## src/hdl/rv_pkg.sv

```systemverilog
// **********************************************************************
// shared widths, opcodes and types for the single-cycle rv64 core
// only lui, auipc, addi, add, sub, jal and ebreak are encoded here
// **********************************************************************
`default_nettype none

package rv_pkg;

  // datapath widths
  localparam int xlen         = 64;
  localparam int inst_width   = 32;
  localparam int reg_id_width = 5;

  // instruction memory geometry, word indexed
  localparam int imem_depth      = 256;
  localparam int imem_addr_width = 8;

  // pc after reset, also the base of the memory window
  localparam logic [xlen-1:0] pc_rst = 64'h0000_0000_8000_0000;

  // major opcodes
  localparam logic [6:0] op_lui    = 7'b0110111;
  localparam logic [6:0] op_auipc  = 7'b0010111;
  localparam logic [6:0] op_op_imm = 7'b0010011;
  localparam logic [6:0] op_op     = 7'b0110011;
  localparam logic [6:0] op_jal    = 7'b1101111;
  localparam logic [6:0] op_system = 7'b1110011;

  // add and addi share funct3
  localparam logic [2:0] f3_add = 3'b000;
  localparam logic [6:0] f7_add = 7'b0000000;
  localparam logic [6:0] f7_sub = 7'b0100000;

  // whole word, no free fields
  localparam logic [inst_width-1:0] ebreak_word = 32'h0010_0073;

  // one word, four format views plus raw bits
  typedef union packed {
    struct packed {
      logic [6:0] funct7;
      logic [4:0] rs2;
      logic [4:0] rs1;
      logic [2:0] funct3;
      logic [4:0] rd;
      logic [6:0] opcode;
    } r_fmt;
    struct packed {
      logic [11:0] imm;
      logic [4:0]  rs1;
      logic [2:0]  funct3;
      logic [4:0]  rd;
      logic [6:0]  opcode;
    } i_fmt;
    struct packed {
      logic [19:0] imm;
      logic [4:0]  rd;
      logic [6:0]  opcode;
    } u_fmt;
    // j immediate bits are scrambled in the word
    struct packed {
      logic       imm20;
      logic [9:0] imm10_1;
      logic       imm11;
      logic [7:0] imm19_12;
      logic [4:0] rd;
      logic [6:0] opcode;
    } j_fmt;
    logic [inst_width-1:0] raw;
  } inst_t;

  // run control states
  typedef enum logic [1:0] {
    st_idle    = 2'd0,
    st_run     = 2'd1,
    st_halted  = 2'd2,
    st_trapped = 2'd3
  } run_state_t;

endpackage

`default_nettype wire

```

## src/hdl/reg_file.sv

```systemverilog
// **********************************************************************
// 32 x 64 register file, x0 reads zero and ignores writes
// registers are not reset, contents undefined until written
// **********************************************************************
`timescale 1ns/10ps
`default_nettype none

module reg_file (
  input  logic                            clk,
  input  logic                            wen,
  input  logic [rv_pkg::reg_id_width-1:0] rd,
  input  logic [rv_pkg::reg_id_width-1:0] rs1,
  input  logic [rv_pkg::reg_id_width-1:0] rs2,
  input  logic [rv_pkg::xlen-1:0]         wdata,
  output logic [rv_pkg::xlen-1:0]         rdata_1,
  output logic [rv_pkg::xlen-1:0]         rdata_2
);

  // entry 0 exists but is never written or read
  logic [rv_pkg::xlen-1:0] regs [2**rv_pkg::reg_id_width];

  // write back on the retire edge
  always_ff @(posedge clk) begin
    if (wen && (rd != '0)) begin
      regs[rd] <= wdata;
    end
  end

  // combinational reads, no bypass
  assign rdata_1 = (rs1 == '0) ? '0 : regs[rs1];
  assign rdata_2 = (rs2 == '0) ? '0 : regs[rs2];

endmodule

`default_nettype wire

```

## config.mk

```make
export PLATFORM = sky130hd
export DESIGN_NAME = reg_file
export DESIGN_NICKNAME = d
export VERILOG_FILES = /design/src/hdl/rv_pkg.sv /design/src/hdl/reg_file.sv
export SDC_FILE = /design/constraint.sdc
export NUM_CORES = 2
export LEC_CHECK = 0
export ABC_AREA = 1
export BUFFER_PORTS_ARGS = -buffer_cell sky130_fd_sc_hd__buf_4
export CORE_AREA = 2 2 528 661
export CTS_BUF_LIST = sky130_fd_sc_hd__clkbuf_16
export DETAILED_ROUTE_END_ITERATION = 8
export DIE_AREA = 0 0 530 663
export GPL_TIMING_DRIVEN = 1
export HOLD_SLACK_MARGIN = 0.1
export MAX_ROUTING_LAYER = met4
export PLACE_DENSITY_LB_ADDON = 0.12
export SLEW_MARGIN = 20
export SYNTH_ARGS = -nofsm -noshare
export SYNTH_HDL_FRONTEND = slang
export SYNTH_SLANG_ARGS = --single-unit
```

## constraint.sdc

```tcl
create_clock -name clk -period 4.9 [get_ports clk]
set_clock_uncertainty 0.2 [all_clocks]
set_input_delay 0.245 -clock clk [delete_from_list [all_inputs] [get_ports clk]]
set_output_delay 0.245 -clock clk [all_outputs]
set_load 0.01 [all_outputs]
```

==> flow_metrics.tcl <==
set metrics [dict create \
    floorplan.die.width_um 530 \
    timing.max_cap.violations 0 \
    largest_register_ffs 2048 \
    total_track_usage_pct 25.3 \
    dieHeight_um 663 \
    final-hold-violation-count 0 \
    synth.area.mux_share_pct 0 \
    worst_setup_path_startpoint "rs2[0]" \
    cts_inserted_buffers 231 \
    path_max_fanout 155 \
    worst_pin_slew_ps 1130 \
    cells_after_synthesis 11834 \
    setup_viol_count_final 0 \
    min-delay-path-class "primary input to flip-flop" \
    ctsResizeCount 0 \
    route.antenna.remaining_nets 0 \
    critical_path_class "primary input to output port" \
    vias_per_cell 5.33 \
    largest-register "regs" \
    floorplan.initialDensity_pct 29.8 \
    finalWirelength_um 444000 \
    power_frac_comb_pct 11.4 \
    synthesis.area_per_instance_um2 8.72 \
    finalWorstPathRequiredPeriod_ps 4010 \
    synth_top_family_by_area "simple AND/OR/NAND/NOR gates" \
    crit_arrival_ps 3570 \
    placeableCoreArea_mm2 0.346 \
    area_growth_syn_to_fin_pct 14.6 \
    vdd.ir_drop.worst_mv 0.289 \
    rsz0062_at_grt "false" \
    dr.first_iter.drc_count 10048 \
    finalCritPeriodShare_pct 81.9 \
    power-per-cell-area_mw_per_mm2 351 \
    rows 242 \
    synth_adder_area_share_pct 0 \
    routed_wl_per_cell_um 26.7 \
    port-buffer-count 208 \
    clk_root_buffer_cell "sky130_fd_sc_hd__clkbuf_16" \
    synth-compound-area-share_pct 4.98 \
    wire_length_of_the_first_global_routing_pass_um 629000 \
    cts.reportedPaths.clkPinSlew_ps 60 \
    detail_route.drc_violations 0 \
    layout-drive-gt1-share_pct 6.71 \
    synth.yosys.warnings 0 \
    cell_internal_pwr_mw 30.4 \
    maximum_number_of_pins_on_one_net_before_global_route_repair 207 \
    clockBufferDepth 4 \
    first_global_vias 85686 \
    clock_tree.htree_level_count 4 \
    biggestRegsByFlops "regs x2048" \
    maximum_achievable_frequency_mhz 249 \
    die_area_mm2 0.351 \
    clock_power_share_pct 41.2 \
    routabilityCongestion 0.804 \
    distinct_cells_synth 24 \
    yosys.area_share.simple_pct 30.8 \
    net-switching-power_mw 11.0 \
    yosysSeqAreaShare_pct 59.6 \
    hpwl_um 216000 \
    final-max-slew-violation-count 0 \
    max_slew_margin_pct 24.7 \
    cts.repair_timing.setup_buffer_count 0 \
    synth.ff_latch_count 2048 \
    overflow 0 \
    clkSinkCount 2048 \
    total_power_mw 41.4 \
    setup.worst_path.end_class "output port" \
    dr_total_vias 88838 \
    worstSetupEndpoint "rdata_2[45]" \
    start_kind "primary input" \
    power_frac_seq_pct 47.4 \
    power.switching_fraction_pct 26.5 \
    fin_nets 11905 \
    worst_ep_required_ps 4450 \
    grt_antenna_before_repair 23 \
    fin_setup_tns_ps 0 \
    power.static_leakage_nw 45.3 \
    synth.cell_area_mm2 0.103 \
    run_status "complete, no violations" \
    cts_tree "built" \
    xor_xnor_share_of_the_synthesized_area_pct 0 \
    detailedRoute.firstPassIterationCount 8 \
    design.portCount 209 \
]
==> synth_stat cells (all sizes together) <==
cell type / instances / area [um2]
clkbuf: 253 / 951
o21ai: 768 / 3840
a21oi: 154 / 771
nor3: 1 / 5.00
buf: 607 / 3240
o211ai: 41 / 308
conb: 1 / 3.75
nand2: 4281 / 16100
clkinv: 1 / 3.75
o22ai: 35 / 219
nand3: 1996 / 10000
nor2: 1497 / 5620
and3: 15 / 93.8
edfxtp: 2048 / 61500
inv: 136 / 516
==> critical path, cell delays in order <==
cell and delay (ps):
sky130_fd_sc_hd__buf_8 450, sky130_fd_sc_hd__buf_12 570, sky130_fd_sc_hd__o21ai_1 480, sky130_fd_sc_hd__o21ai_1 630
sky130_fd_sc_hd__nor2_1 80, sky130_fd_sc_hd__nand2_1 90, sky130_fd_sc_hd__nor2_1 50, sky130_fd_sc_hd__nor2_1 390
sky130_fd_sc_hd__buf_4 210
==> worst min-delay path by stage <==
stage | start | to | slack, ps | depth (start not counted)
5_1_grt | wdata[62] | regs[7][62] | 110 | 2
3_5_place_dp | wdata[35] | regs[8][35] | 470 | 1
6_report | wdata[56] | regs[6][56] | 110 | 2
4_1_cts | wdata[46] | regs[22][46] | 100 | 2
2_1_floorplan | wdata[0] | regs[0][0] | 140 | 0
3_3_place_gp | wdata[35] | regs[8][35] | 470 | 1
==> per-stage QoR <==
| step | hold WS [ps] | instances | worst slack [ps] | instance area [um2] | util, % |
|---|---|---|---|---|---|
| finish | 114 | 16652 | 887 | 118000 | 34.2 |
| floorplan | 144 | 11897 | 996 | 103000 | - |
| CTS | 101 | 16638 | 917 | 118000 | 34.2 |
| global route | 115 | 16648 | 911 | 118000 | 34.2 |
| global placement | 467 | 16099 | 603 | 110000 | 31.7 |
| detailed placement | 471 | 16100 | 923 | 110000 | 31.7 |
==> cell type report <==
| cell class | count | area [um2] |
|---|---|---|
| Fill cell | 35145 | 228000 |
| Sequential cell | 2048 | 61500 |
| Multi-Input combinational cell | 8852 | 37400 |
| Clock buffer | 236 | 5910 |
| Tap cell | 4636 | 5800 |
| Timing Repair Buffer | 554 | 5640 |
| Clock inverter | 175 | 1250 |
| Inverter | 137 | 597 |
| Antenna cell | 14 | 35.0 |
==> cell usage in the layout (no fill, tap or decap), drive strengths merged <==
cell type / n
and3: 15
buf: 445
clkinvlp: 4
edfxtp: 2048
nor2: 1497
conb: 64
nand3: 1996
a21oi: 154
inv: 183
o21ai: 768
nor3: 1
clkinv: 106
o22ai: 35
nand2: 4281
dlygate4sd3: 106
diode: 14
clkbuf: 239
bufinv: 19
o211ai: 41
==> repair_timing <==
item	in CTS	in global routing
hold buffers	127	0
endpoints found under the hold margin	2109	0
setup endpoints to repair	0	0
==> layer usage <==
metal | vias to the layer above | wire length, um | GRT usage, %
li1 | 39928 | - | -
met4 | 0 | 15700 | 8.44
met3 | 784 | 29900 | 2.63
met2 | 4127 | 211000 | 40.9
met1 | 43999 | 188000 | 33.0
met5 | - | 0 | -
==> cells by family (layout without fill, tap and decap cells) <==
logic type	count (synthesis)	in the layout
simple gates	7790	7790
flops	2048	2048
compound gates	998	998
buf+inv	997	1102
other cells	1	78
==> power by group through the flow <==
stage | registers (mW) | logic, mW | clock network [mW]
3_3_place_gp | 20.0 | 4.60 | 0
3_5_place_dp | 20.0 | 4.62 | 0
6_report | 19.6 | 4.73 | 17.1
2_1_floorplan | 20.0 | 2.56 | 0
5_1_grt | 19.7 | 5.13 | 18.0
4_1_cts | 19.6 | 4.73 | 17.4
No activity file was read; power rests on OpenSTA's default activity.
