## src/hdl/rv_pkg.sv

```systemverilog
// **********************************************************************
// shared widths, opcodes and types for the single-cycle rv64 core
// only lui, auipc, addi, add, sub, jal and ebreak are encoded here
// **********************************************************************
`default_nettype none

package rv_pkg;

  // datapath widths
  localparam int xlen         = 64;
  localparam int inst_width   = 32;
  localparam int reg_id_width = 5;

  // instruction memory geometry, word indexed
  localparam int imem_depth      = 256;
  localparam int imem_addr_width = 8;

  // pc after reset, also the base of the memory window
  localparam logic [xlen-1:0] pc_rst = 64'h0000_0000_8000_0000;

  // major opcodes
  localparam logic [6:0] op_lui    = 7'b0110111;
  localparam logic [6:0] op_auipc  = 7'b0010111;
  localparam logic [6:0] op_op_imm = 7'b0010011;
  localparam logic [6:0] op_op     = 7'b0110011;
  localparam logic [6:0] op_jal    = 7'b1101111;
  localparam logic [6:0] op_system = 7'b1110011;

  // add and addi share funct3
  localparam logic [2:0] f3_add = 3'b000;
  localparam logic [6:0] f7_add = 7'b0000000;
  localparam logic [6:0] f7_sub = 7'b0100000;

  // whole word, no free fields
  localparam logic [inst_width-1:0] ebreak_word = 32'h0010_0073;

  // one word, four format views plus raw bits
  typedef union packed {
    struct packed {
      logic [6:0] funct7;
      logic [4:0] rs2;
      logic [4:0] rs1;
      logic [2:0] funct3;
      logic [4:0] rd;
      logic [6:0] opcode;
    } r_fmt;
    struct packed {
      logic [11:0] imm;
      logic [4:0]  rs1;
      logic [2:0]  funct3;
      logic [4:0]  rd;
      logic [6:0]  opcode;
    } i_fmt;
    struct packed {
      logic [19:0] imm;
      logic [4:0]  rd;
      logic [6:0]  opcode;
    } u_fmt;
    // j immediate bits are scrambled in the word
    struct packed {
      logic       imm20;
      logic [9:0] imm10_1;
      logic       imm11;
      logic [7:0] imm19_12;
      logic [4:0] rd;
      logic [6:0] opcode;
    } j_fmt;
    logic [inst_width-1:0] raw;
  } inst_t;

  // run control states
  typedef enum logic [1:0] {
    st_idle    = 2'd0,
    st_run     = 2'd1,
    st_halted  = 2'd2,
    st_trapped = 2'd3
  } run_state_t;

endpackage

`default_nettype wire

```

## src/hdl/run_control.sv

```systemverilog
// **********************************************************************
// run control fsm, idle to run on start, halted or trapped until reset
// retire is combinational from state and the decode flags
// **********************************************************************
`timescale 1ns/10ps
`default_nettype none

module run_control (
  input  logic               clk,
  input  logic               reset,
  input  logic               start,
  input  logic               is_ebreak,
  input  logic               illegal,
  output rv_pkg::run_state_t state,
  output logic               retire,
  output logic               halted,
  output logic               trapped
);

  rv_pkg::run_state_t state_next;

  always_comb begin
    state_next = state;
    case (state)
      rv_pkg::st_idle: begin
        if (start) begin
          state_next = rv_pkg::st_run;
        end
      end
      rv_pkg::st_run: begin
        // ebreak checked first, they cannot both be set
        if (is_ebreak) begin
          state_next = rv_pkg::st_halted;
        end else if (illegal) begin
          state_next = rv_pkg::st_trapped;
        end
      end
      // halted and trapped only leave through reset
      default: begin
        state_next = state;
      end
    endcase
  end

  always_ff @(posedge clk) begin
    if (reset) begin
      state <= rv_pkg::st_idle;
    end else begin
      state <= state_next;
    end
  end

  // one instruction retires per run cycle
  assign retire = (state == rv_pkg::st_run) && !is_ebreak && !illegal;

  // sticky stop flags, set on the edge that leaves run
  always_ff @(posedge clk) begin
    if (reset) begin
      halted  <= 1'b0;
      trapped <= 1'b0;
    end else if (state == rv_pkg::st_run) begin
      if (is_ebreak) begin
        halted <= 1'b1;
      end else if (illegal) begin
        trapped <= 1'b1;
      end
    end
  end

  a_stop_exclusive : assert property (
    @(posedge clk) disable iff (reset) !(halted && trapped)
  ) else $error("halted and trapped both high");

endmodule

`default_nettype wire

```

## config.mk

```make
export PLATFORM = sky130hd
export DESIGN_NAME = run_control
export DESIGN_NICKNAME = d
export VERILOG_FILES = /design/src/hdl/rv_pkg.sv /design/src/hdl/run_control.sv
export SDC_FILE = /design/constraint.sdc
export NUM_CORES = 1
export LEC_CHECK = 0
export ABC_AREA = 1
export ABC_CLOCK_PERIOD_IN_PS = 800
export BUFFER_PORTS_ARGS = -buffer_cell sky130_fd_sc_hd__clkbuf_2
export CAP_MARGIN = 20
export CORE_AREA = 10 10 47 49
export CTS_BUF_LIST = sky130_fd_sc_hd__clkbuf_4 sky130_fd_sc_hd__clkbuf_8
export CTS_CLUSTER_SIZE = 12
export DETAILED_ROUTE_END_ITERATION = 8
export DIE_AREA = 0 0 57 59
export GPL_TIMING_DRIVEN = 0
export PLACE_DENSITY = 0.43
export REMOVE_ABC_BUFFERS = 1
export SLEW_MARGIN = 25
export SYNTH_ARGS = -nofsm -noshare
export SYNTH_HDL_FRONTEND = slang
export SYNTH_SLANG_ARGS = --single-unit
export TNS_END_PERCENT = 10
```

## constraint.sdc

```tcl
create_clock -name clk -period 0.8 [get_ports clk]
set_input_delay 0.16 -clock clk [delete_from_list [all_inputs] [get_ports clk]]
set_output_delay 0.16 -clock clk [all_outputs]
set_load 0.05 [all_outputs]
```

==> summary.md, run 1 <==
| Metric | Value |
|---|---|
| Status | finished, violations left |
| Final WS setup | -0.291 ns |
| Slew Limit Fails | 0 |
| Mean Syn Cell Area | just under 7 um^2 |
| Io pins | 10 |
| Sequential-to-total area share from yosys stat | 0.489 |
| Routed vias/inst | 3.42 |
| Initial DRT Pass Iterations | 2 |
| DIE AREA | 0.00336 mm^2 |
| Final setup violation count | 5 |
| DR WL/cell | a little over 9 um |
| Initial Util | 0.117 |
| Crit path kind | flop to output pin |
| Overall Power | 686 uW |
| Nets | 44 |
| # DRC | 0 |
| Met2 usage | 0.0434 |
| Power density over the cells | about 2000 mW/mm^2 |
| Worst slew margin | 0.909 |
| Num rows | 14 |
| Worst setup EP type | output pin |
| CTS Buffer Depth | 2 |
| Fraction of layout cells with a size suffix above 1 | 0.541 |
| Syn Inst Count | 24 |
| Worst Path Arrival | 0.93 ns |
| Fin area | between 300 and 400 um^2 |
| Core area | 0.00140 mm^2 |
| Worst path required time | 0.64 ns |
| Root Driver | clkbuf_4 |
| Most used routing layer | met3 |
| Syn-to-layout area delta | 112% |
| Clk slew on worst S/H paths | approximately 0.04 ns |
| Die W | 57 um |
| Post-synthesis cell type count | 7 |
| Violated checks | setup timing |
| DRT Wirelength | 492 um |
| Max Fanout on Critical Path | 4 |
| GR Util met3 | 0.0472 |
| Register area | between 80 and 90 um^2 |
| First-iteration detailed-routing DRC count | 3 |
| Hold Crit Class | primary input to flop |
| Total track usage | 0.0353 |
| Startpoint types | flop |
| Fin. Hold Viols | 0 |
| Hold Slack | between 0.1 and 0.15 ns |
| Die Ht | 59 um |
| RSZ-0062 raised after global routing | yes |
| CTS H-tree lvls | 1 |
| FMAX | roughly 0.92 GHz |
| Via count | between 150 and 200 |
| Final HPWL DP | about 380 um |
| Min cycle time layout | about 1.1 ns |
| Most common cell after layout, fill and taps aside | inv_1 |
| GRT Residual Overflow | 0 |
| Hold Buf Count CTS | 0 |
| Dpl ws | -0.251 ns |
| Slew @ Worst Pin | 0.136 ns |
| Port Buffers | 9 |
| Worst-Skew Late Latency | around 0.23 ns |
| VDD IR max | a little under 0.7 mV |
| CTS Sinks | 4 |
| Antenna diode count | 0 |
| First-pass GRT wire length | 814 um |
| TritonCTS buffer count | 3 |
| Final ANT Viol Nets | 0 |
| Period Utilization, post-route | 1.36 |
| Initial antenna violation count | 0 |
| M1 GR Usage | 0.0271 |
| Flops & latches, synth | 4 |
| Routability cong. | 0.678 |
| Layout fillers | 169 |
| Area of the multi-input gates | roughly 63 um^2 |
| CTS tree | yes |
| Post-DP Area | 229 um^2 |
| Largest net degree at the start of global routing | 5 |
| Max-cap violations | 0 |
| Clock skew | ~0.0019 ns |
| Number of global-route vias before repair | 200 |
| Mapped cell area | between 150 and 200 um^2 |
| Most frequent cells in the layout | inv_1 (6), nand2_1 (5), a21oi_1 (4), dfxtp_2 (4), clkbuf_2 (4) |
| LEAKAGE | about 0.16 nW |
| Ys Warns | 0 |
-- kinds of logic after synthesis --
kind of cell | Yosys count | synth area share
buffers and inverters | 7 | 0.160
and+or+nand+nor | 9 | 0.229
AOI/OAI and AO/OA | 4 | 0.122
DFF | 4 | 0.489
-- cells in the mapped netlist --
cell type | instances | area [um^2]
dfxtp_1 | 4 | 80.1
nor3_1 | 1 | 5.00
nor2_2 | 1 | 6.26
nand2_1 | 5 | 18.8
a21oi_1 | 4 | 20.0
inv_1 | 7 | 26.3
nor2_1 | 2 | 7.51
-- power by group --
group | internal [mW] | switching (mW) | total, mW
Sequential | 0.220 | 0.0166 | 0.237
Clock | 0.168 | 0.0841 | 0.252
Combinational | 0.0914 | 0.106 | 0.197
Total | 0.480 | 0.207 | 0.686
-- through the flow --
| stage | cells | utilization | TNS [ns] |
|---|---|---|---|
| floorplan | 24 | - | -2.52 |
| global placement | 49 | 0.163 | -0.281 |
| detailed placement | 49 | 0.163 | -0.309 |
| CTS | 53 | 0.246 | -0.912 |
| global route | 53 | 0.248 | -1.14 |
| finish | 53 | 0.248 | -0.785 |
-- worst max-delay path, cell delays in order (launching register included) --
cell,delay [ns]
dfxtp_2,0.33
nor3_2,0.16
clkbuf_8,0.20
-- final cells by class --
cell class	instances	share of cell area
timing repair buffer	10	0.378
sequential	4	0.245
multi-input combinational	13	0.180
inverter	7	0.0755
clock buffer	3	0.0647
tap	16	0.0576
-- registers in the layout, summed over array words and instances (netlist names) --
name     cells
halted       1
state        2
trapped      1
-- path summary, 6_finish.rpt --
path         startpoint  endpoint  slack [ns]  cells after the start
max            state[1]    retire       -0.29                      2
min               reset  state[1]        0.13                      2
max reg2reg    state[0]  state[0]        0.02                      5
min reg2reg     trapped   trapped        0.46                      2
-- per-layer routing --
| metal | part of all wire | wire [um] | vias to the layer above |
|---|---|---|---|
| li1 | - | - | 96 |
| met1 | 0.44 | 218 | 75 |
| met2 | 0.41 | 202 | 8 |
| met3 | 0.13 | 64 | 2 |
| met4 | 0.012 | 6 | 0 |
| met5 | 0 | 0 | - |
-- timing repair --
item / CTS / global route
setup endpoints to repair: 7 / 9
pin swaps: 1 / 0
setup buffers: 1 / 0
gates resized for setup: 19 / 2
Power figures use the tool's default switching activity.
==> run 2, diff against run 1 <==
--- a/config.mk
+++ b/config.mk
@@ -15,7 +15,6 @@
 export DETAILED_ROUTE_END_ITERATION = 8
 export DIE_AREA = 0 0 57 59
 export GPL_TIMING_DRIVEN = 0
-export PLACE_DENSITY = 0.43
 export REMOVE_ABC_BUFFERS = 1
 export SLEW_MARGIN = 25
 export SYNTH_ARGS = -nofsm -noshare
==> summary.md, run 2 (synthesis gave the netlist of run 1 again) <==
| Metric | Value |
|---|---|
| Status | finished, violations left |
| Violated checks | setup timing |
| Setup TNS | -1.19 ns |
| # DRC | 0 |
| Via count | about 190 |
| Hold Path Depth | 2 |
| Die Ht | slightly below 60 um |
| Layout fillers | roughly 170 |
| Reg2reg path depth | 5 |
| Startpoint types | flop |
| Part of the power in combinational logic | 0.268 |
| Met2 wire len | a little under 200 um |
| Most frequent cells in the layout | inv_1 (6), nand2_1 (5), clkbuf_4 (5) |
| Final HPWL DP | ~380 um |
| CTS Sinks | 4 |
| Routability cong. | 0.685 |
| Final ANT Viol Nets | 0 |
| Clock power frac | 0.373 |
| Antenna diode count | 0 |
| Port Buffers | 9 |
| Internal power | between 400 and 500 uW |
| Metal1 wirelength | roughly 220 um |
| Most common cell after layout, fill and taps aside | inv_1 |
| Hold path endpoint | state[1] |
| CTS Buffer Depth | 2 |
| Max Fanout on Critical Path | 4 |
| Worst path required time | approximately 0.64 ns |
| CP peak stage delay | between 0.3 and 0.4 ns |
| Slew Limit Fails | 0 |
| Worst setup EP type | output pin |
| Nets | 44 |
| Clk slew on worst S/H paths | approximately 0.04 ns |
| Initial antenna violation count | 0 |
| Seq pwr share | 0.359 |
| Area of the multi-input gates | 68.8 um^2 |
| Hold Crit Class | primary input to flop |
| Worst path cell trace | nor3_4, buf_8 |
| Min cycle time layout | approximately 1.1 ns |
| Regs by FF count | state x2, halted x1, trapped x1 |
| Fraction of layout cells with a size suffix above 1 | 0.541 |
| Num rows | 14 |
| Switch share | 0.307 |
| Largest net degree at the start of global routing | 5 |
| Largest register FFs | 2 |
| TritonCTS buffer count | 3 |
| Core area | 0.00140 mm^2 |
| CTS H-tree lvls | 1 |
| LEAKAGE | about 0.15 nW |
| Worst slew margin | 0.898 |
| Register area | around 85 um^2 |
| Worst Path Arrival | roughly 0.92 ns |
| First-pass GRT wire length | approximately 830 um |
| Hold Crit Start | reset |
| Most flops, register | state |
| Total track usage | 0.0354 |
| Root Driver | clkbuf_4 |
| CP Buf/Inv Count | 1 |
| Syn-to-layout area delta | 102% |
| Initial DRT Pass Iterations | 3 |
| Routed vias/inst | ~3.5 |
| Max-cap violations | 0 |
| DIE AREA | approximately 0.0034 mm^2 |
| Crit path max-delay family | flip-flops |
| Top Metal Used | met3 |
| Fin. Hold Viols | 0 |
| Worst-Skew Late Latency | between 0.2 and 0.25 ns |
| Setup crit start | state[1] |
| FF-to-FF Start | state[0] |
| Sw Pwr | 203 uW |
| Period Utilization, post-route | 1.35 |
| Power density over the cells | around 2000 mW/mm^2 |
| R2r endpoint | halted |
| DR WL/cell | ~9.3 um |
| RSZ-0062 raised after global routing | yes |
| Hold Buf Count CTS | 0 |
| Initial Util | 0.117 |
| Crit path kind | flop to output pin |
| Final WS setup | -0.280 ns |
| Number of global-route vias before repair | 205 |
| Clock skew | 0.00422 ns |
| GRT Residual Overflow | 0 |
| Slew @ Worst Pin | between 0.15 and 0.2 ns |
| CTS tree | yes |
| Slowest-stage cell, CP | dfxtp_2 |
| FF-to-FF setup slack | -0.12 ns |
| Final setup violation count | 9 |
| VDD IR max | 0.801 mV |
| Hold Slack | approximately 0.14 ns |
| DRT Wirelength | 491 um |
| Dpl ws | -0.269 ns |
| Die W | around 57 um |
| Metal3 WL | just under 80 um |
| FMAX | between 0.9 and 1 GHz |
| Io pins | 10 |
| First-iteration detailed-routing DRC count | 5 |
run 2: power groups by stage:
stage               clock (mW)  sequential (mW)  combinational (mW)
finish                   0.247            0.238               0.177
global placement             0            0.230               0.134
CTS                      0.259            0.236               0.175
global route             0.284            0.240               0.192
detailed placement           0            0.231               0.135
floorplan                    0            0.286              0.0422
run 2: worst max path at each step:
| stage | depth (start not counted) | slack [ns] | endpoint |
|---|---|---|---|
| after floorplan | 2 | -1.23 | retire |
| after global placement | 3 | -0.23 | retire |
| after detailed placement | 3 | -0.27 | retire |
| after CTS | 3 | -0.31 | retire |
| after global routing | 3 | -0.34 | retire |
| final | 2 | -0.28 | retire |
run 2: layer usage:
layer,track usage,vias to the layer above
met5,0,-
met4,0.0101,0
met3,0.0558,0
met2,0.0450,9
met1,0.0284,78
li1,-,98
run 2: through the flow:
stage / instance area [um^2] / instances / util / power (mW)
global placement: 229 / 49 / 0.163 / 0.364
floorplan: 164 / 24 / - / 0.328
CTS: 323 / 53 / 0.230 / 0.670
finish: 330 / 53 / 0.236 / 0.663
detailed placement: 229 / 49 / 0.163 / 0.366
global route: 330 / 53 / 0.236 / 0.716
run 2: timing repair:
item | 4_1_cts | 5_1_grt
gates resized for setup | 16 | 2
endpoints found under the setup margin | 7 | 9
endpoints found under the hold margin | 0 | 0
buffers inserted | 1 | 0
pin swaps | 1 | 0
run 2: area by class of cell:
class / instances / area share
tap: 16 / 0.0606
multi-input combinational: 13 / 0.208
inverter: 7 / 0.0795
clock buffer: 3 / 0.0682
timing repair buffer: 10 / 0.326
sequential: 4 / 0.258
run 2: worst reg2reg max path, cell delays in order (launching register included):
cell and delay (ns):
dfxtp_2 0.34, inv_2 0.05, buf_4 0.13, nor2_2 0.11, nand2_1 0.09, a21oi_1 0.13
