**config.mk**
```make
export PLATFORM = sky130hd
export DESIGN_NAME = inst_decoder
export DESIGN_NICKNAME = d
export VERILOG_FILES = /design/src/hdl/rv_pkg.sv /design/src/hdl/inst_decoder.sv
export SDC_FILE = /design/constraint.sdc
export NUM_CORES = 1
export LEC_CHECK = 0
export BUFFER_PORTS_ARGS = -buffer_cell sky130_fd_sc_hd__buf_2
export CORE_MARGIN = 8
export CORE_UTILIZATION = 33
export DETAILED_ROUTE_END_ITERATION = 16
export GPL_TIMING_DRIVEN = 0
export PLACE_DENSITY = 0.92
export RECOVER_POWER = 25
export SYNTH_ARGS = -nofsm -noshare
export SYNTH_HDL_FRONTEND = slang
export SYNTH_SLANG_ARGS = --single-unit
```
**constraint.sdc**
```tcl
create_clock -name vclk -period 1.9
set_clock_uncertainty 0.2 [all_clocks]
set_input_delay 0.095 -clock vclk [all_inputs]
set_output_delay 0.095 -clock vclk [all_outputs]
set_load 0.01 [all_outputs]
```
**src/hdl/rv_pkg.sv**
```systemverilog
// **********************************************************************
// shared widths, opcodes and types for the single-cycle rv64 core
// only lui, auipc, addi, add, sub, jal and ebreak are encoded here
// **********************************************************************
`default_nettype none

package rv_pkg;

  // datapath widths
  localparam int xlen         = 64;
  localparam int inst_width   = 32;
  localparam int reg_id_width = 5;

  // instruction memory geometry, word indexed
  localparam int imem_depth      = 256;
  localparam int imem_addr_width = 8;

  // pc after reset, also the base of the memory window
  localparam logic [xlen-1:0] pc_rst = 64'h0000_0000_8000_0000;

  // major opcodes
  localparam logic [6:0] op_lui    = 7'b0110111;
  localparam logic [6:0] op_auipc  = 7'b0010111;
  localparam logic [6:0] op_op_imm = 7'b0010011;
  localparam logic [6:0] op_op     = 7'b0110011;
  localparam logic [6:0] op_jal    = 7'b1101111;
  localparam logic [6:0] op_system = 7'b1110011;

  // add and addi share funct3
  localparam logic [2:0] f3_add = 3'b000;
  localparam logic [6:0] f7_add = 7'b0000000;
  localparam logic [6:0] f7_sub = 7'b0100000;

  // whole word, no free fields
  localparam logic [inst_width-1:0] ebreak_word = 32'h0010_0073;

  // one word, four format views plus raw bits
  typedef union packed {
    struct packed {
      logic [6:0] funct7;
      logic [4:0] rs2;
      logic [4:0] rs1;
      logic [2:0] funct3;
      logic [4:0] rd;
      logic [6:0] opcode;
    } r_fmt;
    struct packed {
      logic [11:0] imm;
      logic [4:0]  rs1;
      logic [2:0]  funct3;
      logic [4:0]  rd;
      logic [6:0]  opcode;
    } i_fmt;
    struct packed {
      logic [19:0] imm;
      logic [4:0]  rd;
      logic [6:0]  opcode;
    } u_fmt;
    // j immediate bits are scrambled in the word
    struct packed {
      logic       imm20;
      logic [9:0] imm10_1;
      logic       imm11;
      logic [7:0] imm19_12;
      logic [4:0] rd;
      logic [6:0] opcode;
    } j_fmt;
    logic [inst_width-1:0] raw;
  } inst_t;

  // run control states
  typedef enum logic [1:0] {
    st_idle    = 2'd0,
    st_run     = 2'd1,
    st_halted  = 2'd2,
    st_trapped = 2'd3
  } run_state_t;

endpackage

`default_nettype wire

```
**src/hdl/inst_decoder.sv**
```systemverilog
// **********************************************************************
// decodes lui, auipc, addi, add, sub, jal and ebreak only
// every other word raises illegal and never writes a register
// **********************************************************************
`timescale 1ns/10ps
`default_nettype none

module inst_decoder (
  input  rv_pkg::inst_t                    inst,
  output logic [rv_pkg::reg_id_width-1:0]  rd,
  output logic [rv_pkg::reg_id_width-1:0]  rs1,
  output logic [rv_pkg::reg_id_width-1:0]  rs2,
  output logic [rv_pkg::xlen-1:0]          imm,
  output logic                             writes_rd,
  output logic                             use_imm,
  output logic                             use_pc,
  output logic                             is_sub,
  output logic                             is_lui,
  output logic                             is_jal,
  output logic                             is_ebreak,
  output logic                             illegal
);

  // register ids sit at the same bits in every format
  assign rd  = inst.r_fmt.rd;
  assign rs1 = inst.r_fmt.rs1;
  assign rs2 = inst.r_fmt.rs2;

  // immediate by format
  always_comb begin
    case (inst.r_fmt.opcode)
      rv_pkg::op_lui, rv_pkg::op_auipc: begin
        imm = {{(rv_pkg::xlen-32){inst.u_fmt.imm[19]}}, inst.u_fmt.imm, 12'b0};
      end
      rv_pkg::op_jal: begin
        imm = {{(rv_pkg::xlen-21){inst.j_fmt.imm20}}, inst.j_fmt.imm20,
               inst.j_fmt.imm19_12, inst.j_fmt.imm11, inst.j_fmt.imm10_1, 1'b0};
      end
      // i format, don't care for r type
      default: begin
        imm = {{(rv_pkg::xlen-12){inst.i_fmt.imm[11]}}, inst.i_fmt.imm};
      end
    endcase
  end

  // control flags, exact match on the legal encodings
  always_comb begin
    writes_rd = 1'b0;
    use_imm   = 1'b0;
    use_pc    = 1'b0;
    is_sub    = 1'b0;
    is_lui    = 1'b0;
    is_jal    = 1'b0;
    is_ebreak = 1'b0;
    illegal   = 1'b0;
    case (inst.r_fmt.opcode)
      rv_pkg::op_lui: begin
        writes_rd = 1'b1;
        is_lui    = 1'b1;
      end
      // pc plus upper immediate
      rv_pkg::op_auipc: begin
        writes_rd = 1'b1;
        use_imm   = 1'b1;
        use_pc    = 1'b1;
      end
      rv_pkg::op_op_imm: begin
        if (inst.i_fmt.funct3 == rv_pkg::f3_add) begin
          writes_rd = 1'b1;
          use_imm   = 1'b1;
        end else begin
          illegal = 1'b1;
        end
      end
      rv_pkg::op_op: begin
        if (inst.r_fmt.funct3 != rv_pkg::f3_add) begin
          illegal = 1'b1;
        end else if (inst.r_fmt.funct7 == rv_pkg::f7_add) begin
          writes_rd = 1'b1;
        end else if (inst.r_fmt.funct7 == rv_pkg::f7_sub) begin
          writes_rd = 1'b1;
          is_sub    = 1'b1;
        end else begin
          illegal = 1'b1;
        end
      end
      // link value comes from the exec unit
      rv_pkg::op_jal: begin
        writes_rd = 1'b1;
        is_jal    = 1'b1;
      end
      // ecall, csr ops and the rest of system trap
      rv_pkg::op_system: begin
        if (inst.raw == rv_pkg::ebreak_word) begin
          is_ebreak = 1'b1;
        end else begin
          illegal = 1'b1;
        end
      end
      default: begin
        illegal = 1'b1;
      end
    endcase
  end

endmodule

`default_nettype wire

```
==> metrics, run 1 <==
Critical Path End Type=output port; via density per instance=4.48; Fmax achieved=0.587 GHz; Synthesized Nets=161; initial antenna violation count=0; Total GRT Usage=13.0%; Yosys Warn Count=0; WS Path Type=input port to output port; Hold Path Class=input port to output port; outcome=finished clean; Vias=1,246; Yosys top cell by area=buf_4; first-pass GRT wire length=5040 um; synthesized area per cell=6.92 um^2; Fin. Hold Viols=0; share of cells above drive strength 1=67.2%; Slew Viols, Final=0; final wirelength=3710 um; Slew HR=64.9%; DIE AREA=4620 um^2; num sequential=0; GRT overflow=0; mapped cell area=892 um^2; number of clock buffers in the layout=0; setup tns final=0 ns; Max FO, Critical Path=35; crit path time final=1.70 ns; total I/O pin count=119; top-area cell type share of the netlist area=40.4%; Tcrit/Tclk final=89.7%; Hold Buf Count CTS=0; Yosys cell types=27; DRT antenna net count=0; CP required=1.60 ns; die span in x=68.0 um; Critical Path Start Type=input port; num rows=19; Slew @ Worst Pin=0.523 ns; P_leak=0.930 nW; largest net degree at the start of global routing=36; total iterations of the first detailed-routing run=4; final worst setup slack=0.197 ns; sequential area share after synthesis=0%; Max VDD drop=0.154 mV; I/O Buffers=118; DR iter-0 viols=44; Worst Path Arrival=1.41 ns; Fill cells=269; Initial Util=33.5%; core box area=2660 um^2; GPL Wtd Cong=0.751; Place WS=0.186 ns; post-DR wirelength/cell=13.3 um; # setup viols final=0; Register Area=0 um^2; Nets=281; Synth Instances=129; vias in the first global route=1,117; PwrDens=228 nW/um^2; ranking of synthesized cells by area=buf_4 (40%), a21o_1 (9.3%), a21o_2 (8.8%); P&R area growth vs syn=68.3%; cts repair resizes=0; Die Ht=68.0 um; Max Cap Violations=0; Post-CTS Setup Repair Bufs=0; DR DRC count=0; # diodes=0; RSZ-0062 raised after global routing=false; Post-DP HPWL=3290 um
-- kinds of logic (layout without fill, tap and decap cells) --
| family | after synthesis | after routing | share of synthesized area, % |
|---|---|---|---|
| buffers and inverters | 57 | 175 | 46.3 |
| and+or+nand+nor | 44 | 44 | 28.8 |
| AOI/OAI and AO/OA | 28 | 28 | 25.0 |
-- critical path: stages --
cell and delay (ns):
buf_2 0.42, nor2_1 0.10, nand2_1 0.18, nor3_1 0.09, o311ai_0 0.32, buf_2 0.20
-- area by class of cell --
type	instances	area (um^2)	area share, %
Multi-Input combinational cell	72	479	31.9
Tap cell	31	38.8	2.58
Inverter	3	11.3	0.750
Timing Repair Buffer	118	571	38.0
Buffer	54	402	26.7
-- placed cells by master, fill, tap and decap left out --
| master | synthesis | final |
|---|---|---|
| buf_2 | 3 | 105 |
| buf_4 | 48 | 44 |
| clkbuf_1 | 1 | 17 |
| a21o_1 | 11 | 11 |
| nor2b_1 | 10 | 10 |
| a21o_2 | 9 | 9 |
| nand2_1 | 7 | 7 |
| nor2_1 | 6 | 6 |
| nor4_1 | 6 | 6 |
| nor3_1 | 5 | 5 |
| clkbuf_4 | 0 | 4 |
| inv_1 | 3 | 3 |
| buf_6 | 2 | 2 |
| or2b_1 | 2 | 2 |
| nand4_1 | 2 | 2 |
| a21oi_1 | 2 | 2 |
| nand4b_1 | 1 | 1 |
| and4b_4 | 1 | 1 |
| and4_4 | 1 | 1 |
| o21a_1 | 1 | 1 |
| or2_1 | 1 | 1 |
| a41o_1 | 1 | 1 |
| a211oi_1 | 1 | 1 |
| or3_1 | 1 | 1 |
| nor4b_1 | 1 | 1 |
| o2111ai_1 | 1 | 1 |
| a211o_1 | 1 | 1 |
| o311ai_0 | 1 | 1 |
-- power breakdown --
group / leakage, nW / switching (mW) / internal [mW]
registers: 0 / 0 / 0
clock network: 0 / 0 / 0
logic: 0.930 / 0.165 / 0.177
-- Yosys cell counts, types with 2 or more instances --
cell / count
nand4_1: 2
nor4_1: 6
or2b_1: 2
a21o_1: 11
inv_1: 3
buf_4: 48
a21oi_1: 2
nor3_1: 5
nor2_1: 6
buf_6: 2
nand2_1: 7
a21o_2: 9
nor2b_1: 10
buf_2: 3
-- routing by layer --
layer | vias up | share of wire, % | global-route usage [%]
met5 | - | 0 | 0
met4 | 0 | 0.51 | 1.02
met3 | 2 | 14 | 3.44
met2 | 62 | 51 | 25.4
met1 | 545 | 35 | 14.0
li1 | 637 | - | -
-- metrics by stage --
stage / utilization (%) / hold slack (ns) / instances / total power, mW / cell area, um^2
after detailed placement: 57.1 / 0.280 / 278 / 0.351 / 1520
final: 56.4 / 0.282 / 278 / 0.342 / 1500
after CTS: 57.1 / 0.282 / 278 / 0.352 / 1520
after global routing: 56.4 / 0.303 / 278 / 0.371 / 1500
after global placement: 57.1 / 0.276 / 278 / 0.344 / 1520
after floorplan: - / 0.0771 / 129 / 0.191 / 892
-- final timing paths --
kind                  from       to  slack, ns  cells past startpoint
setup / recovery  inst[31]  illegal       0.20                      6
hold / removal     inst[5]  use_imm       0.28                      3
Note: power is estimated with default switching activity, not from simulation.
==> run 2, diff against run 1 <==
==> constraint.sdc (replaced) <==
create_clock -name vclk -period 1.9
set_clock_uncertainty 0.2 [all_clocks]
set_input_delay 0.095 -clock vclk [all_inputs]
set_output_delay 0.095 -clock vclk [all_outputs]
set_load 0.05 [all_outputs]
==> run 2 against run 1 <==
Power increased by 84%. Global-route usage up 0.66 points. Clock-buffer cell count unchanged. Largest power group unchanged. Wire length fell by 4.1%. Critical path type unchanged. Worst setup slack lost 0.10 ns. Critical endpoint is now imm[12]. Combinational power grew 84%. Flip-flop and latch count is the same. Final cell count grew 0.36%. Sequential share of layout area unchanged.
==> metrics, run 2 (synthesis results as in run 1) <==
first-pass GRT wire length=5210 um (was 5040 um); most used cell, CP=buf_2 (unchanged); GRT overflow=0 (unchanged); finished layout cell area=1530 um^2 (was 1500 um^2); Switching Share=71.8% (was 48.4%); Slew HR=59.2% (was 64.9%); post-DR wirelength/cell=12.8 um (was 13.3 um); P_leak=0.927 nW (was 0.930 nW); # setup viols final=0 (unchanged); PwrDens=412 nW/um^2 (was 228 nW/um^2); DR DRC count=0 (unchanged); Nets=282 (was 281); die span in x=68.0 um (unchanged); clock share of power=0% (about the same); Hold Buf Count CTS=0 (unchanged); Slew Viols, Final=0 (unchanged); CP required=1.60 ns (about the same); P&R area growth vs syn=71.4% (was 68.3%); total I/O pin count=119 (unchanged); GPL Wtd Cong=0.816 (was 0.751); Die Ht=68.0 um (unchanged); Tcrit/Tclk final=95.2% (was 89.7%); final worst setup slack=0.0920 ns (was 0.197 ns); Post-Layout Cell Count=279 (was 278); share of cells above drive strength 1=67.7% (was 67.2%); Slew @ Worst Pin=0.615 ns (was 0.523 ns); Max Cap Violations=0 (unchanged); sequential share of power=0% (about the same); Internal Pwr Total=0.178 mW (was 0.177 mW); Place WS=0.0425 ns (was 0.186 ns); DRT antenna net count=0 (unchanged); crit path time final=1.81 ns (was 1.70 ns); crit path cell chain=buf_2 -> nand4b_1 -> o21a_1 -> nor2b_1 -> buf_2 -> a21o_2 -> buf_2 (was buf_2 -> nor2_1 -> nand2_1 -> nor3_1 -> o311ai_0 -> buf_2); Register Area=0 um^2 (unchanged); via density per instance=4.55 (was 4.48); slowest CP cell=nand4b_1 (was buf_2); Fin. Hold Viols=0 (unchanged); DR iter-0 viols=40 (was 44); largest net degree at the start of global routing=36 (unchanged); DIE AREA=4620 um^2 (unchanged); initial antenna violation count=0 (unchanged); WS Path Type=input port to output port (unchanged); vias in the first global route=1,209 (was 1,117); Placed Cells=278 (unchanged); Fmax achieved=0.553 GHz (was 0.587 GHz); switching pwr=0.452 mW (was 0.165 mW); final wirelength=3560 um (was 3710 um); Vias=1,269 (was 1,246); Max FO, Critical Path=9 (was 35); combinational share of power=100.0% (about the same); Initial Util=33.5% (unchanged); Fill cells=267 (was 269); Hold Path Class=input port to output port (unchanged); Util after Layout=57.4% (was 56.4%); Post-DP HPWL=3200 um (was 3290 um); most frequent cells in the layout=buf_2 (100), buf_4 (49), clkbuf_1 (21) (was buf_2 (105), buf_4 (44), clkbuf_1 (17)); Worst Path Arrival=1.51 ns (was 1.41 ns); Critical Path End Type=output port (unchanged); placed cell area=1540 um^2 (was 1520 um^2); Max VDD drop=0.307 mV (was 0.154 mV); I/O Buffers=118 (unchanged); Hold WS=0.345 ns (was 0.282 ns); core box area=2660 um^2 (unchanged); # diodes=0 (unchanged); Critical Path Start Type=input port (unchanged); Crit path largest cell delay=0.32 ns (was 0.42 ns); total iterations of the first detailed-routing run=3 (was 4); num sequential=0 (unchanged); Total GRT Usage=13.7% (was 13.0%); outcome=finished clean (unchanged); num rows=19 (unchanged); commonest non-fill, non-tap cell in the layout=buf_2 (unchanged); number of clock buffers in the layout=0 (unchanged)
## run 2: changes by cell type in the layout (fill, tap and decap cells not counted), sizes merged
cell | previous run | this run
clkbuf | 21 | 22
## run 2: repair_timing
action / 4_1_cts / 5_1_grt
buffers inserted: 0 / 1
gates resized for setup: 0 / 2
endpoints found under the setup margin: 0 / 20
## run 2: per-stage QoR
stage	total power [mW]	setup TNS, ns
3_5_place_dp	0.638	0
6_report	0.629	0
4_1_cts	0.640	0
2_1_floorplan	0.485	-0.212
5_1_grt	0.662	-0.0461
3_3_place_gp	0.633	0
## run 2: path summary, 6_finish.rpt
path	startpoint	end	slack (ns)	depth (start not counted)
setup / recovery	inst[3]	imm[12]	0.09	7
hold / removal	inst[5]	use_imm	0.35	3
## run 2: critical path: cells and delay by family
family                 cells  cell delay [ns]
buffers and inverters      3             0.48
AO/OA/AOI/OAI              2             0.48
AND/OR/NAND/NOR            2             0.45
## run 2: metal layers
layer / vias up / global-route usage [%] / part of all wire [%]
li1: 641 / - / -
met1: 555 / 13.3 / 35
met2: 73 / 26.7 / 48
met3: 0 / 6.71 / 17
met4: 0 / 0 / 0
met5: - / 0 / 0
## run 2: layout make-up
| cell class | count | area, um^2 | share of cell area [%] |
|---|---|---|---|
| Inverter | 3 | 11.3 | 0.736 |
| Tap cell | 31 | 38.8 | 2.54 |
| Timing Repair Buffer | 119 | 576 | 37.6 |
| Buffer | 54 | 402 | 26.3 |
| Multi-Input combinational cell | 72 | 502 | 32.8 |
## run 2: power groups by stage
stage | Clock, mW | Sequential (mW) | Combinational [mW]
after global placement | 0 | 0 | 0.633
after floorplan | 0 | 0 | 0.485
after global routing | 0 | 0 | 0.662
after CTS | 0 | 0 | 0.640
after detailed placement | 0 | 0 | 0.638
final | 0 | 0 | 0.629
