[src/hdl/rv_pkg.sv]
// **********************************************************************
// shared widths, opcodes and types for the single-cycle rv64 core
// only lui, auipc, addi, add, sub, jal and ebreak are encoded here
// **********************************************************************
`default_nettype none

package rv_pkg;

  // datapath widths
  localparam int xlen         = 64;
  localparam int inst_width   = 32;
  localparam int reg_id_width = 5;

  // instruction memory geometry, word indexed
  localparam int imem_depth      = 256;
  localparam int imem_addr_width = 8;

  // pc after reset, also the base of the memory window
  localparam logic [xlen-1:0] pc_rst = 64'h0000_0000_8000_0000;

  // major opcodes
  localparam logic [6:0] op_lui    = 7'b0110111;
  localparam logic [6:0] op_auipc  = 7'b0010111;
  localparam logic [6:0] op_op_imm = 7'b0010011;
  localparam logic [6:0] op_op     = 7'b0110011;
  localparam logic [6:0] op_jal    = 7'b1101111;
  localparam logic [6:0] op_system = 7'b1110011;

  // add and addi share funct3
  localparam logic [2:0] f3_add = 3'b000;
  localparam logic [6:0] f7_add = 7'b0000000;
  localparam logic [6:0] f7_sub = 7'b0100000;

  // whole word, no free fields
  localparam logic [inst_width-1:0] ebreak_word = 32'h0010_0073;

  // one word, four format views plus raw bits
  typedef union packed {
    struct packed {
      logic [6:0] funct7;
      logic [4:0] rs2;
      logic [4:0] rs1;
      logic [2:0] funct3;
      logic [4:0] rd;
      logic [6:0] opcode;
    } r_fmt;
    struct packed {
      logic [11:0] imm;
      logic [4:0]  rs1;
      logic [2:0]  funct3;
      logic [4:0]  rd;
      logic [6:0]  opcode;
    } i_fmt;
    struct packed {
      logic [19:0] imm;
      logic [4:0]  rd;
      logic [6:0]  opcode;
    } u_fmt;
    // j immediate bits are scrambled in the word
    struct packed {
      logic       imm20;
      logic [9:0] imm10_1;
      logic       imm11;
      logic [7:0] imm19_12;
      logic [4:0] rd;
      logic [6:0] opcode;
    } j_fmt;
    logic [inst_width-1:0] raw;
  } inst_t;

  // run control states
  typedef enum logic [1:0] {
    st_idle    = 2'd0,
    st_run     = 2'd1,
    st_halted  = 2'd2,
    st_trapped = 2'd3
  } run_state_t;

endpackage

`default_nettype wire

[src/hdl/exec_unit.sv]
// **********************************************************************
// operand muxes, adder-subtractor and write-back select, combinational
// **********************************************************************
`timescale 1ns/10ps
`default_nettype none

module exec_unit (
  input  logic [rv_pkg::xlen-1:0] current_pc,
  input  logic [rv_pkg::xlen-1:0] rdata_1,
  input  logic [rv_pkg::xlen-1:0] rdata_2,
  input  logic [rv_pkg::xlen-1:0] imm,
  input  logic                    use_imm,
  input  logic                    use_pc,
  input  logic                    is_sub,
  input  logic                    is_lui,
  input  logic                    is_jal,
  output logic [rv_pkg::xlen-1:0] wb_data
);

  logic [rv_pkg::xlen-1:0] operand_1;
  logic [rv_pkg::xlen-1:0] operand_2;
  logic [rv_pkg::xlen-1:0] alu_result;
  logic [rv_pkg::xlen-1:0] link_addr;

  // pc for auipc, rs1 otherwise
  assign operand_1 = use_pc ? current_pc : rdata_1;
  // immediate for addi and auipc
  assign operand_2 = use_imm ? imm : rdata_2;

  // single adder, sub only for the r type sub
  assign alu_result = is_sub ? (operand_1 - operand_2) : (operand_1 + operand_2);

  // return address for jal
  assign link_addr = current_pc + rv_pkg::xlen'(4);

  // write-back choice
  always_comb begin
    if (is_jal) begin
      wb_data = link_addr;
    end else if (is_lui) begin
      // upper immediate already shifted and sign extended
      wb_data = imm;
    end else begin
      wb_data = alu_result;
    end
  end

endmodule

`default_nettype wire

[config.mk]
export PLATFORM = sky130hd
export DESIGN_NAME = exec_unit
export DESIGN_NICKNAME = d
export VERILOG_FILES = /design/src/hdl/rv_pkg.sv /design/src/hdl/exec_unit.sv
export SDC_FILE = /design/constraint.sdc
export NUM_CORES = 1
export LEC_CHECK = 0
export ABC_AREA = 1
export BUFFER_PORTS_ARGS = -buffer_cell sky130_fd_sc_hd__clkbuf_2
export CORE_ASPECT_RATIO = 0.75
export CORE_MARGIN = 4
export CORE_UTILIZATION = 25
export DETAILED_ROUTE_END_ITERATION = 16
export PLACE_DENSITY = 0.4
export SYNTH_ARGS = -nofsm -noshare
export SYNTH_HDL_FRONTEND = slang
export SYNTH_SLANG_ARGS = --single-unit
export TNS_END_PERCENT = 5
[constraint.sdc]
create_clock -name vclk -period 5
set_input_delay 0.75 -clock vclk [all_inputs]
set_output_delay 0.75 -clock vclk [all_outputs]
set_load 0.1 [all_outputs]
==> run metrics, run 1 <==
Lkg Pwr approximately 11 nW; effective utilization at floorplan between 20% and 30%; switch share roughly three fifths; largest net degree at the start of global routing 77; warning count from the yosys run 0; min Tclk post-route 5.29 ns; via count of the first global-routing pass about 18000; post-detailed-route wirelength per cell about 21 µm; # IOs approximately 330; data required time of the worst path between 4 and 5 ns; arrival time reported for the critical path endpoint about 4.5 ns; Cell Count Post-Placement around 4000; PnR worst setup slack -0.286 ns; filler instances 4922; routability cong. around 1.1; setup repair after global routing missed its margin true; overall die width 258 µm; clk_buf instances 0; antenna violations before repair 1; Cell variety after synth 47; standard-cell rows between 60 and 70; area taken by multi-input logic gates about 13000 µm²; post-synth net total ~2800; number of max-cap violations 0; violated checks negative setup slack; remaining routing DRC violations 0; portion of total power attributed to the clock network 0%; die footprint 50400 µm²; startpoint class of the critical path primary input; area of the mapped netlist 11700 µm²; number of diodes added for antenna fixing 0; Net Sw Power approximately 2.7 mW; Internal ~1.8 mW; startpoint-to-endpoint class of the critical path primary input to output port; portion of the clock cycle consumed by the worst path in the final layout 106%; IO Port Bufs approximately 330; number of iterations in the first detailed-routing pass 6; global-route wire length before repair 113000 µm; post-cts hold buffer count 0; crit end category output port; placeable core region between 40000 and 50000 µm²; Post-Syn Instances between 2000 and 2500; number of failing setup endpoints in the final timing report 47; Die Y-Extent slightly below 200 µm; final standard cell count with taps included and fillers excluded a little under 4000; combinational fraction of design power 100.0%; total power of the final layout approximately 4.5 mW; delay contributed by the slowest stage of the critical path roughly 0.21 ns; # nets final approximately 3600; total wire length ~81000 µm; sequential area share after synthesis 0%; actual transition at the worst max-transition pin between 0.7 and 0.8 ns; synthesis-to-finish area growth 89.0%; residual overflow from global routing 0; achievable frequency 189 MHz; antenna-violating nets left 0; CP max-delay cell sky130_fd_sc_hd__ha_4; HPWL Detailed around 70000 µm; Vias 19598; count of sequential standard cells 0; Pwr per Cell Area about 200 nW/µm²; average instance area after synthesis between 4 and 5 µm²; per-cell via count in the routed design 4.97; worst-path fanout max 4; Seq. cell area 0 µm²; most used cell along the critical path sky130_fd_sc_hd__nand2_4; remaining max-slew budget at the tightest pin about 49%; global-route usage over all layers 29.5%; maximum VDD drop around 80 µV; fin. max-slew vios 0; number of DRC violations after detailed-routing iteration 0 about 2000; fraction of layout instances using a drive strength above 1 a little under half; status complete, but fails checks; leading cell types in the layout, fill and taps excluded sky130_fd_sc_hd__nand2_1 (633), sky130_fd_sc_hd__buf_4 (545), sky130_fd_sc_hd__nor2_1 (317); type of the worst min-delay path primary input to output port; most common cell after layout, fill and taps aside sky130_fd_sc_hd__nand2_1; Final Hold Vio Count 0; part of the power in registers 0%
per-stage QoR:
stage	TNS [ns]	hold WS (ns)	setup WS, ns	util (%)	cell area (µm²)
finish	-6.97	1.91	-0.286	48.0	22200
global route	-16.11	1.93	-0.487	48.0	22200
CTS	-9.93	1.91	-0.312	43.0	19900
detailed placement	-27.84	1.91	-0.814	40.9	18900
global placement	-25.56	1.91	-0.830	40.9	18900
floorplan	-3.26	1.97	-0.471	-	11700
logic make-up after synthesis:
| family | synth area share [%] |
|---|---|
| multiplexers | 0.865 |
| AND/OR/NAND/NOR | 54.8 |
| adder cells (fa/ha/maj) | 7.11 |
| AO/OA/AOI/OAI | 16.6 |
| XOR/XNOR | 8.14 |
| buffers and inverters | 12.5 |
timing repair:
action,in CTS,in global routing
cloned,0,4
setup buffers,11,31
pin swaps,59,227
setup endpoints to repair,54,55
gates resized for setup,263,494
cells in the mapped netlist, types with 3 or more instances:
cell,instances,area [µm²]
sky130_fd_sc_hd__nand2_1,825,3100
sky130_fd_sc_hd__nor2_1,442,1660
sky130_fd_sc_hd__inv_1,304,1140
sky130_fd_sc_hd__a21oi_1,176,881
sky130_fd_sc_hd__nand3_1,138,691
sky130_fd_sc_hd__o21ai_0,122,611
sky130_fd_sc_hd__xor2_1,77,674
sky130_fd_sc_hd__ha_1,65,813
sky130_fd_sc_hd__nor3_1,54,270
sky130_fd_sc_hd__clkbuf_1,43,161
sky130_fd_sc_hd__nand4_1,38,238
sky130_fd_sc_hd__xnor2_1,30,263
sky130_fd_sc_hd__o21bai_1,23,173
sky130_fd_sc_hd__nand2_2,14,87.6
sky130_fd_sc_hd__o211ai_1,12,90.1
sky130_fd_sc_hd__nor2_2,11,68.8
sky130_fd_sc_hd__nor4_1,11,68.8
sky130_fd_sc_hd__buf_6,9,101
sky130_fd_sc_hd__mux2_2,9,101
sky130_fd_sc_hd__o21ai_1,8,40.0
sky130_fd_sc_hd__nor2_4,7,78.8
sky130_fd_sc_hd__a21o_1,5,37.5
sky130_fd_sc_hd__buf_1,5,18.8
sky130_fd_sc_hd__inv_2,5,18.8
sky130_fd_sc_hd__and2_1,3,18.8
sky130_fd_sc_hd__buf_2,3,15.0
sky130_fd_sc_hd__o21ai_2,3,26.3
sky130_fd_sc_hd__o22ai_1,3,18.8
power by group through the flow:
stage	clock, mW	sequential, mW	combinational (mW)
after floorplan	0	0	1.87
after global placement	0	0	3.71
after detailed placement	0	0	3.71
after CTS	0	0	3.93
after global routing	0	0	4.73
final	0	0	4.50
cell type report:
| class | instances | share of cell area [%] |
|---|---|---|
| well taps | 630 | 3.56 |
| repair buffers | 901 | 32.5 |
| multi-input cells | 2101 | 58.7 |
| inverters | 311 | 5.31 |
critical path, delay by kind of cell:
kind / cells / cell delay, ns
simple gates: 14 / 1.36
buf+inv: 8 / 1.09
compound gates: 6 / 0.91
fa+ha+maj: 1 / 0.21
xor+xnor: 1 / 0.19
final timing paths:
path / startpoint / endpoint / cells past startpoint
setup / recovery: use_imm / wb_data[53] / 30
hold / removal: current_pc[1] / wb_data[1] / 4
metal layers:
layer | vias to the layer above | share of wire (%) | track usage, %
met3 | 60 | 11 | 5.50
met1 | 9099 | 48 | 47.0
met2 | 880 | 39 | 41.7
li1 | 9559 | - | -
met4 | 0 | 1.6 | 3.15
met5 | - | 0 | 0
Note: power is estimated with default switching activity, not from simulation.
==> inputs of run 2 (changes only) <==
--- a/config.mk
+++ b/config.mk
@@ -11,6 +11,7 @@
 export CORE_MARGIN = 4
 export CORE_UTILIZATION = 25
 export DETAILED_ROUTE_END_ITERATION = 16
+export GPL_TIMING_DRIVEN = 0
 export PLACE_DENSITY = 0.4
 export SYNTH_ARGS = -nofsm -noshare
 export SYNTH_HDL_FRONTEND = slang
==> run metrics, run 2 (synthesized netlist as in run 1, its figures left out) <==
Vias 18259 (-6.8%); number of iterations in the first detailed-routing pass 6 (unchanged); arrival time reported for the critical path endpoint 4.68 ns (+0.14 ns); # nets final 3188 (-12%); # IOs 325 (unchanged); violated checks negative setup slack; final standard cell count with taps included and fillers excluded 3489 (-12%); overall die width 258 µm (unchanged); standard-cell rows 68 (unchanged); clk_buf instances 0 (unchanged); pre-CTS setup slack -1.67 ns (-0.856 ns); IO Port Bufs 324 (-0.31%); remaining routing DRC violations 0 (unchanged); Final Hold Vio Count 0 (unchanged); accumulated negative setup slack -14.43 ns (-7.46 ns); Pwr per Cell Area 201 nW/µm² (-0.94%); crit end category output port; number of DRC violations after detailed-routing iteration 0 1746 (-13%); PnR worst setup slack -0.434 ns (-0.149 ns); via count of the first global-routing pass 16768 (-7.3%); placeable core region 46200 µm² (unchanged); Seq. cell area 0 µm² (unchanged); effective utilization at floorplan 25.4% (unchanged); leading cell types in the layout, fill and taps excluded sky130_fd_sc_hd__nand2_1 (680), sky130_fd_sc_hd__nor2_1 (335), sky130_fd_sc_hd__inv_1 (282); antenna-violating nets left 0 (unchanged); portion of the clock cycle consumed by the worst path in the final layout 109% (+3.0 points); routability cong. 0.979 (-7.7%); worst-path fanout max 10 (+6); data required time of the worst path 4.25 ns (about the same); part of the power in registers 0% (unchanged); most common cell after layout, fill and taps aside sky130_fd_sc_hd__nand2_1; maximum VDD drop 83.9 µV (+4.4%); largest net degree at the start of global routing 12 (-84%); number of max-cap violations 0 (unchanged); type of the worst min-delay path primary input to output port; number of diodes added for antenna fixing 0 (unchanged); die footprint 50400 µm² (unchanged); HPWL Detailed 72300 µm (+3.4%); post-detailed-route wirelength per cell 23.8 µm (+15%); total placed instance area 14100 µm² (-25%); achievable frequency 184 MHz (-2.7%); global-route wire length before repair 112000 µm (-0.90%); min Tclk post-route 5.43 ns (+0.149 ns); startpoint class of the critical path primary input; total wire length 82900 µm (+1.9%); final cell utilization of the core 39.4% (-8.5 points); portion of total power attributed to the clock network 0% (unchanged); residual overflow from global routing 0 (unchanged); combinational fraction of design power 100.0% (about the same); post-cts hold buffer count 0 (unchanged); status complete, but fails checks; Cell Count Post-Placement 3426 (-12%); Lkg Pwr 8.53 nW (-22%); switch share 67.8% (+8.3 points); fin. max-slew vios 0 (unchanged); antenna violations before repair 2 (+1); Hold Path Depth 5 (+1); final hold slack 1.98 ns (+0.0646 ns); number of failing setup endpoints in the final timing report 51 (+8.5%); filler instances 5256 (+6.8%); synthesis-to-finish area growth 55.5%; Die Y-Extent 196 µm (unchanged); global-route usage over all layers 30.3% (+0.77 points); total power of the final layout 3.66 mW (-19%); fraction of layout instances using a drive strength above 1 33.2% (-12 points); Internal 1.18 mW (-35%); startpoint-to-endpoint class of the critical path primary input to output port; count of sequential standard cells 0 (unchanged); per-cell via count in the routed design 5.23 (+5.3%); actual transition at the worst max-transition pin 1.16 ns (+0.400 ns); finished layout cell area 18200 µm² (-18%); setup repair after global routing missed its margin true; Net Sw Power 2.48 mW (-7.2%); remaining max-slew budget at the tightest pin 22.4% (-26 points)
-- run 2: changes by cell type in the layout (fill, tap and decap cells not counted), moves of 10 or more --
cell | before | now
sky130_fd_sc_hd__buf_4 | 545 | 63
sky130_fd_sc_hd__buf_12 | 71 | 12
sky130_fd_sc_hd__nor2_1 | 317 | 335
sky130_fd_sc_hd__clkbuf_1 | 0 | 36
sky130_fd_sc_hd__a21oi_1 | 116 | 129
sky130_fd_sc_hd__nand2_1 | 633 | 680
sky130_fd_sc_hd__clkbuf_16 | 4 | 19
sky130_fd_sc_hd__nand2_2 | 169 | 119
sky130_fd_sc_hd__a21oi_2 | 50 | 39
sky130_fd_sc_hd__o21ai_1 | 33 | 19
sky130_fd_sc_hd__clkbuf_2 | 259 | 273
sky130_fd_sc_hd__nor2_4 | 68 | 58
sky130_fd_sc_hd__xor2_1 | 63 | 46
-- run 2: power by group through the flow --
stage / sequential, mW / combinational (mW) / clock [mW]
finish: 0 / 3.66 / 0
global route: 0 / 3.86 / 0
CTS: 0 / 3.15 / 0
detailed placement: 0 / 2.77 / 0
global placement: 0 / 2.78 / 0
floorplan: 0 / 1.87 / 0
-- run 2: critical path, cell delays in order --
cell and delay, ns:
sky130_fd_sc_hd__buf_12 0.12, sky130_fd_sc_hd__buf_12 0.15, sky130_fd_sc_hd__buf_6 0.14, sky130_fd_sc_hd__nand2_1 0.07, sky130_fd_sc_hd__nand2_2 0.15, sky130_fd_sc_hd__nor2_2 0.20, sky130_fd_sc_hd__nand2_2 0.11, sky130_fd_sc_hd__nor2_1 0.18
sky130_fd_sc_hd__nand2_1 0.09, sky130_fd_sc_hd__nand2_1 0.07, sky130_fd_sc_hd__xor2_1 0.34, sky130_fd_sc_hd__ha_1 0.41, sky130_fd_sc_hd__a21oi_1 0.26, sky130_fd_sc_hd__o21ai_0 0.19, sky130_fd_sc_hd__nand2_1 0.10, sky130_fd_sc_hd__nand2_1 0.10
sky130_fd_sc_hd__a21oi_2 0.16, sky130_fd_sc_hd__nand2_2 0.11, sky130_fd_sc_hd__nand2_1 0.08, sky130_fd_sc_hd__nand3_1 0.09, sky130_fd_sc_hd__o211ai_1 0.32, sky130_fd_sc_hd__nand2_1 0.22, sky130_fd_sc_hd__clkbuf_16 0.26
-- run 2: layout make-up --
cell class | count | area (µm²) | share of cell area (%)
repair buffers | 388 | 2850 | 15.6
plain buffers | 59 | 327 | 1.79
well taps | 630 | 788 | 4.33
inverters | 311 | 1180 | 6.48
multi-input cells | 2101 | 13100 | 71.8
-- run 2: routing by layer --
layer  global-route usage (%)  vias to the layer above  wire, µm
met1                     47.0                     8632     40300
met2                     43.2                      897     32800
met3                     6.39                       80      8150
met5                        0                        -        20
met4                     4.42                        2      1650
li1                         -                     8648         -
-- run 2: path summary, 6_finish.rpt --
kind,endpoint,from
min,wb_data[61],current_pc[61]
max,wb_data[28],use_imm
-- run 2: what timing repair did --
| item | 4_1_cts | 5_1_grt |
|---|---|---|
| pin swaps | 38 | 172 |
| gates resized for setup | 397 | 466 |
| buffers inserted | 16 | 46 |
| cloned | 0 | 2 |
| setup endpoints to repair | 59 | 58 |
